File: src/rtl/nn_params.svh
`ifndef NN_PARAMS_SVH
`define NN_PARAMS_SVH

// data path widths
`define ACT_WIDTH 8
`define WEIGHT_WIDTH 8
`define PROD_WIDTH 16
`define ACC_WIDTH 23

// requantize moves the sum down by this many fraction bits
`define FRAC_SHIFT 6
`define SAT_VALUE 127

// network shape
`define FEATURE_COUNT 6
`define HIDDEN_COUNT 15
`define CLASS_COUNT 4

`define NODE_LATENCY 3

`endif

File: src/rtl/nnDataPkg.sv
`default_nettype none
`include "nn_params.svh"

package nnDataPkg;

	// signed value on every layer boundary
	typedef logic signed [`ACT_WIDTH-1:0] activation_t;

	typedef logic signed [`WEIGHT_WIDTH-1:0] weight_t;

	typedef logic signed [`PROD_WIDTH-1:0] product_t; // biases are kept in this scale too

	typedef logic signed [`ACC_WIDTH-1:0] acc_t; // holds a full row of products without overflow

	typedef logic [$clog2(`CLASS_COUNT)-1:0] classIndex_t;

endpackage

`default_nettype wire

File: src/rtl/classSelect.sv
`timescale 1ns/1ps
`default_nettype none
`include "nn_params.svh"

module classSelect (
	input logic clk,
	input logic reset,
	input nnDataPkg::activation_t scores [`CLASS_COUNT],
	input logic scoreValid,
	output nnDataPkg::classIndex_t classIndex,
	output nnDataPkg::activation_t classScore,
	output logic classValid
);

	nnDataPkg::classIndex_t bestIndex;
	nnDataPkg::activation_t bestScore;

	always_comb
	begin
		bestIndex = '0;
		bestScore = scores[0];
		for (int i = 1; i < `CLASS_COUNT; i++)
		begin
			if (scores[i] > bestScore) // strict compare so a tie keeps the lower index
			begin
				bestIndex = nnDataPkg::classIndex_t'(i);
				bestScore = scores[i];
			end
		end
	end

	always_ff @(posedge clk)
	begin
		if (reset)
		begin
			classIndex <= '0;
			classScore <= '0;
			classValid <= 1'b0;
		end
		else
		begin
			classIndex <= bestIndex;
			classScore <= bestScore;
			classValid <= scoreValid;
		end
	end

	validFollows: assert property (@(posedge clk) disable iff (reset)
		scoreValid |=> classValid)
		else $error("classValid missing one cycle after scoreValid");

	noExtraValid: assert property (@(posedge clk) disable iff (reset)
		classValid |-> $past(scoreValid))
		else $error("classValid raised without scoreValid");

endmodule

`default_nettype wire

File: config.mk
export PLATFORM = sky130hd
export DESIGN_NAME = classSelect
export DESIGN_NICKNAME = d
export VERILOG_FILES = /design/src/rtl/nnDataPkg.sv /design/src/rtl/classSelect.sv
export VERILOG_INCLUDE_DIRS = /design/src /design/src/rtl
export SDC_FILE = /design/constraint.sdc
export NUM_CORES = 1
export LEC_CHECK = 0
export BUFFER_PORTS_ARGS = -buffer_cell sky130_fd_sc_hd__buf_2
export CAP_MARGIN = 20
export CORE_AREA = 2 2 46 69
export CTS_CLUSTER_SIZE = 25
export DETAILED_ROUTE_END_ITERATION = 6
export DIE_AREA = 0 0 48 71
export GPL_TIMING_DRIVEN = 0
export PLACE_DENSITY = 0.82
export SYNTH_ARGS = -nofsm -noshare
export SYNTH_HDL_FRONTEND = slang
export SYNTH_SLANG_ARGS = --single-unit
File: constraint.sdc
create_clock -name clk -period 6.4 [get_ports clk]
set_input_delay 0.32 -clock clk [delete_from_list [all_inputs] [get_ports clk]]
set_output_delay 0.32 -clock clk [all_outputs]
set_load 0.05 [all_outputs]
==> impl_metrics.ini <==
[run_status]
outcome = complete, no violations

[yosys]
synth_top_cell_area_share = 0.204
synth_compound_area_frac = 0.355
synth-simple-area-share = 0.178
yosys.area_share.adder = 0.204
ys_types = 45
synth_top_family_by_area = compound AO/OA/AOI/OAI gates
synthTopCellsByArea = ha_1, dfxtp_1, o211ai_1
ys_seq_area_frac = 0.164
synth_warnings = 0
netlist_area_um2 = 1350
syn_nets = 221
ys_seq_elements = 11
syn_area_per_cell_um2 = 8.21
syn_inst = 164
synthMuxAreaShare = 0.0372
yosysTopAreaCell = ha_1
synth_xor_area_frac = 0

[detailed_routing]
ant_nets = 0
num_vias = 1371
wire_per_inst_um = 12.1
drcViolationCount = 0
drt_iter0_drc = 18
viasPerCell = 5.44
firstDrtPassIters = 4
drt_wl_total_um = 3040

[clock_network]
clock_sinks = 11
numCtsBuffers = 3
holdBufCountCts = 0
clock_path_buffers = 2
ctsRootBufferMaster = clkbuf_8
tritoncts = built
cts_setup_buffers = 0
htree_num_levels = 1
clk_pin_slew_ns = 0.05

[worst_hold_path]
worstHoldStart = scoreValid
min_path_type = primary input to flop

[critical_path]
crit_type = primary input to flop
critPathLaunch = scores[25]
required_ns = 6.53
critical_path.slowest_cell = o41ai_4
path_delay_family = compound AO/OA/AOI/OAI gates
max_stage_delay_ns = 0.51
arrival_ns = 6.02
cp_max_fo = 10
cp-start-kind = primary input
endpoint_kind = flop
worst-path-buf-inv = 3

[placement]
gp_congestion = 0.857
port_buffers = 45
dp_hpwl_um = 2600
dpl_cell_area_um2 = 1620

[power_and_ir_drop]
peakVddDrop_v = 0.000130
p_per_area_nw_per_um2 = 241
power.leakage_nw = 0.820

[die]
die-width_um = 48
rows = 24
die_h_um = 71
io_pins = 46
core-area_um2 = 2850
dieArea_um2 = 3410
start_util = 0.472

[cells_and_area]
drive_gt1_frac = 0.300
finish.utilization = 0.588
num-fill-cells = 263
antenna_cells = 0
design_area_um2 = 1680
syn_to_final_growth_pct = 24.6
regArea_um2 = 220
layout.nets = 271
multi_input_area_um2 = 1050

[global_route]
overflow = 0
grt_pass1_wl_um = 5180
grt_usage = 0.196
first_global_vias = 1355
grt_max_degree = 11
antenna_found_initial = 0

[timing]
finalMaxSlewViolations = 0
finalSetupViolCount = 0
holdWs_ns = 0.288
period_needed_ns = 5.89
rsz0062_at_grt = no
tightest_slew_ns = 0.564
final.setup.tns_ns = 0
relSlewSlack = 0.621
fin_crit_sh = 0.920
finalHoldViolCount = 0
max_freq_mhz = 170

[run]
cap_violations = 0
==> layout make-up <==
type / count / share of cell area
Sequential cell: 11 / 0.131
Timing Repair Buffer: 45 / 0.134
Tap cell: 39 / 0.0291
Buffer: 4 / 0.0142
Multi-Input combinational cell: 133 / 0.629
Inverter: 16 / 0.0358
Clock buffer: 4 / 0.0268
==> cell families (layout without fill, tap and decap cells) <==
group | Yosys count | count (layout)
flip-flops | 11 | 11
AO/OA/AOI/OAI | 63 | 63
AND/OR/NAND/NOR | 43 | 43
multiplexers | 5 | 5
buffers and inverters | 20 | 69
adder cells (fa/ha/maj) | 22 | 22
==> cell usage in the layout, fill, tap and decap left out, drive strengths merged, types with 2 or more instances in the layout <==
cell type | Yosys | routed
mux2i | 5 | 5
nand2 | 15 | 15
a21o | 2 | 2
nand3 | 3 | 3
clkbuf | 2 | 6
ha | 22 | 22
nor2b | 4 | 4
dfxtp | 11 | 11
nor3 | 2 | 2
o21a | 5 | 5
a211oi | 2 | 2
nand4 | 3 | 3
inv | 16 | 16
a31oi | 2 | 2
a2111oi | 2 | 2
o21ai | 19 | 19
nor2 | 5 | 5
buf | 2 | 47
o211ai | 9 | 9
nand2b | 5 | 5
a21oi | 13 | 13
and4 | 2 | 2
==> path summary, 6_finish.rpt <==
| check | end | cells past startpoint |
|---|---|---|
| hold / removal | classValid$_SDFF_PP0_ | 2 |
| setup / recovery | classScore[1]$_SDFF_PP0_ | 28 |
==> synthesized netlist by cell type, drive strengths merged <==
cell type  instances
nor2               5
mux2i              5
o21ai             19
nor4b              1
a221oi             1
and2               1
nor3b              1
a2111oi            2
o22ai              1
and4               2
or2                1
ha                22
o21a               5
inv               16
o311a              1
o211a              1
a41o               1
o211ai             9
nand3              3
dfxtp             11
a21oi             13
a31oi              2
a211o              1
a21o               2
nor3               2
a211oi             2
nor2b              4
a41oi              1
nand4              3
buf                2
nand2             15
clkbuf             2
o41ai              1
a31o               1
nand2b             5
==> metal layers <==
layer,global-route usage,routed length (µm),up-vias
li1,-,-,712
met5,0,0,-
met1,0.199,1250,618
met2,0.364,1650,34
met4,0.102,66,0
met3,0.00765,82,7
==> flip-flops by register name, summed over array words and instances, names as in the netlist <==
| signal | cells |
|---|---|
| classScore | 8 |
| classIndex | 2 |
| classValid | 1 |
==> power by group <==
group	switching, W	internal (W)	leakage (nW)
Combinational	0.000162	0.0000867	0.706
Sequential	0.00000267	0.0000841	0.0917
Clock	0.0000251	0.0000436	0.0228
Total	0.000190	0.000214	0.820
==> metrics by stage <==
step,setup WS [ns],power (W),cells
floorplan,0.687,0.000276,164
global placement,-0.0311,0.000329,248
detailed placement,-0.136,0.000334,248
CTS,0.0982,0.000402,252
global route,0.0427,0.000437,252
finish,0.509,0.000405,252
==> what timing repair did <==
item / CTS / global route
gates resized for setup: 0 / 2
hold endpoints to repair: 0 / 0
endpoints found under the setup margin: 0 / 10
Note: power is estimated with default switching activity, not from simulation.
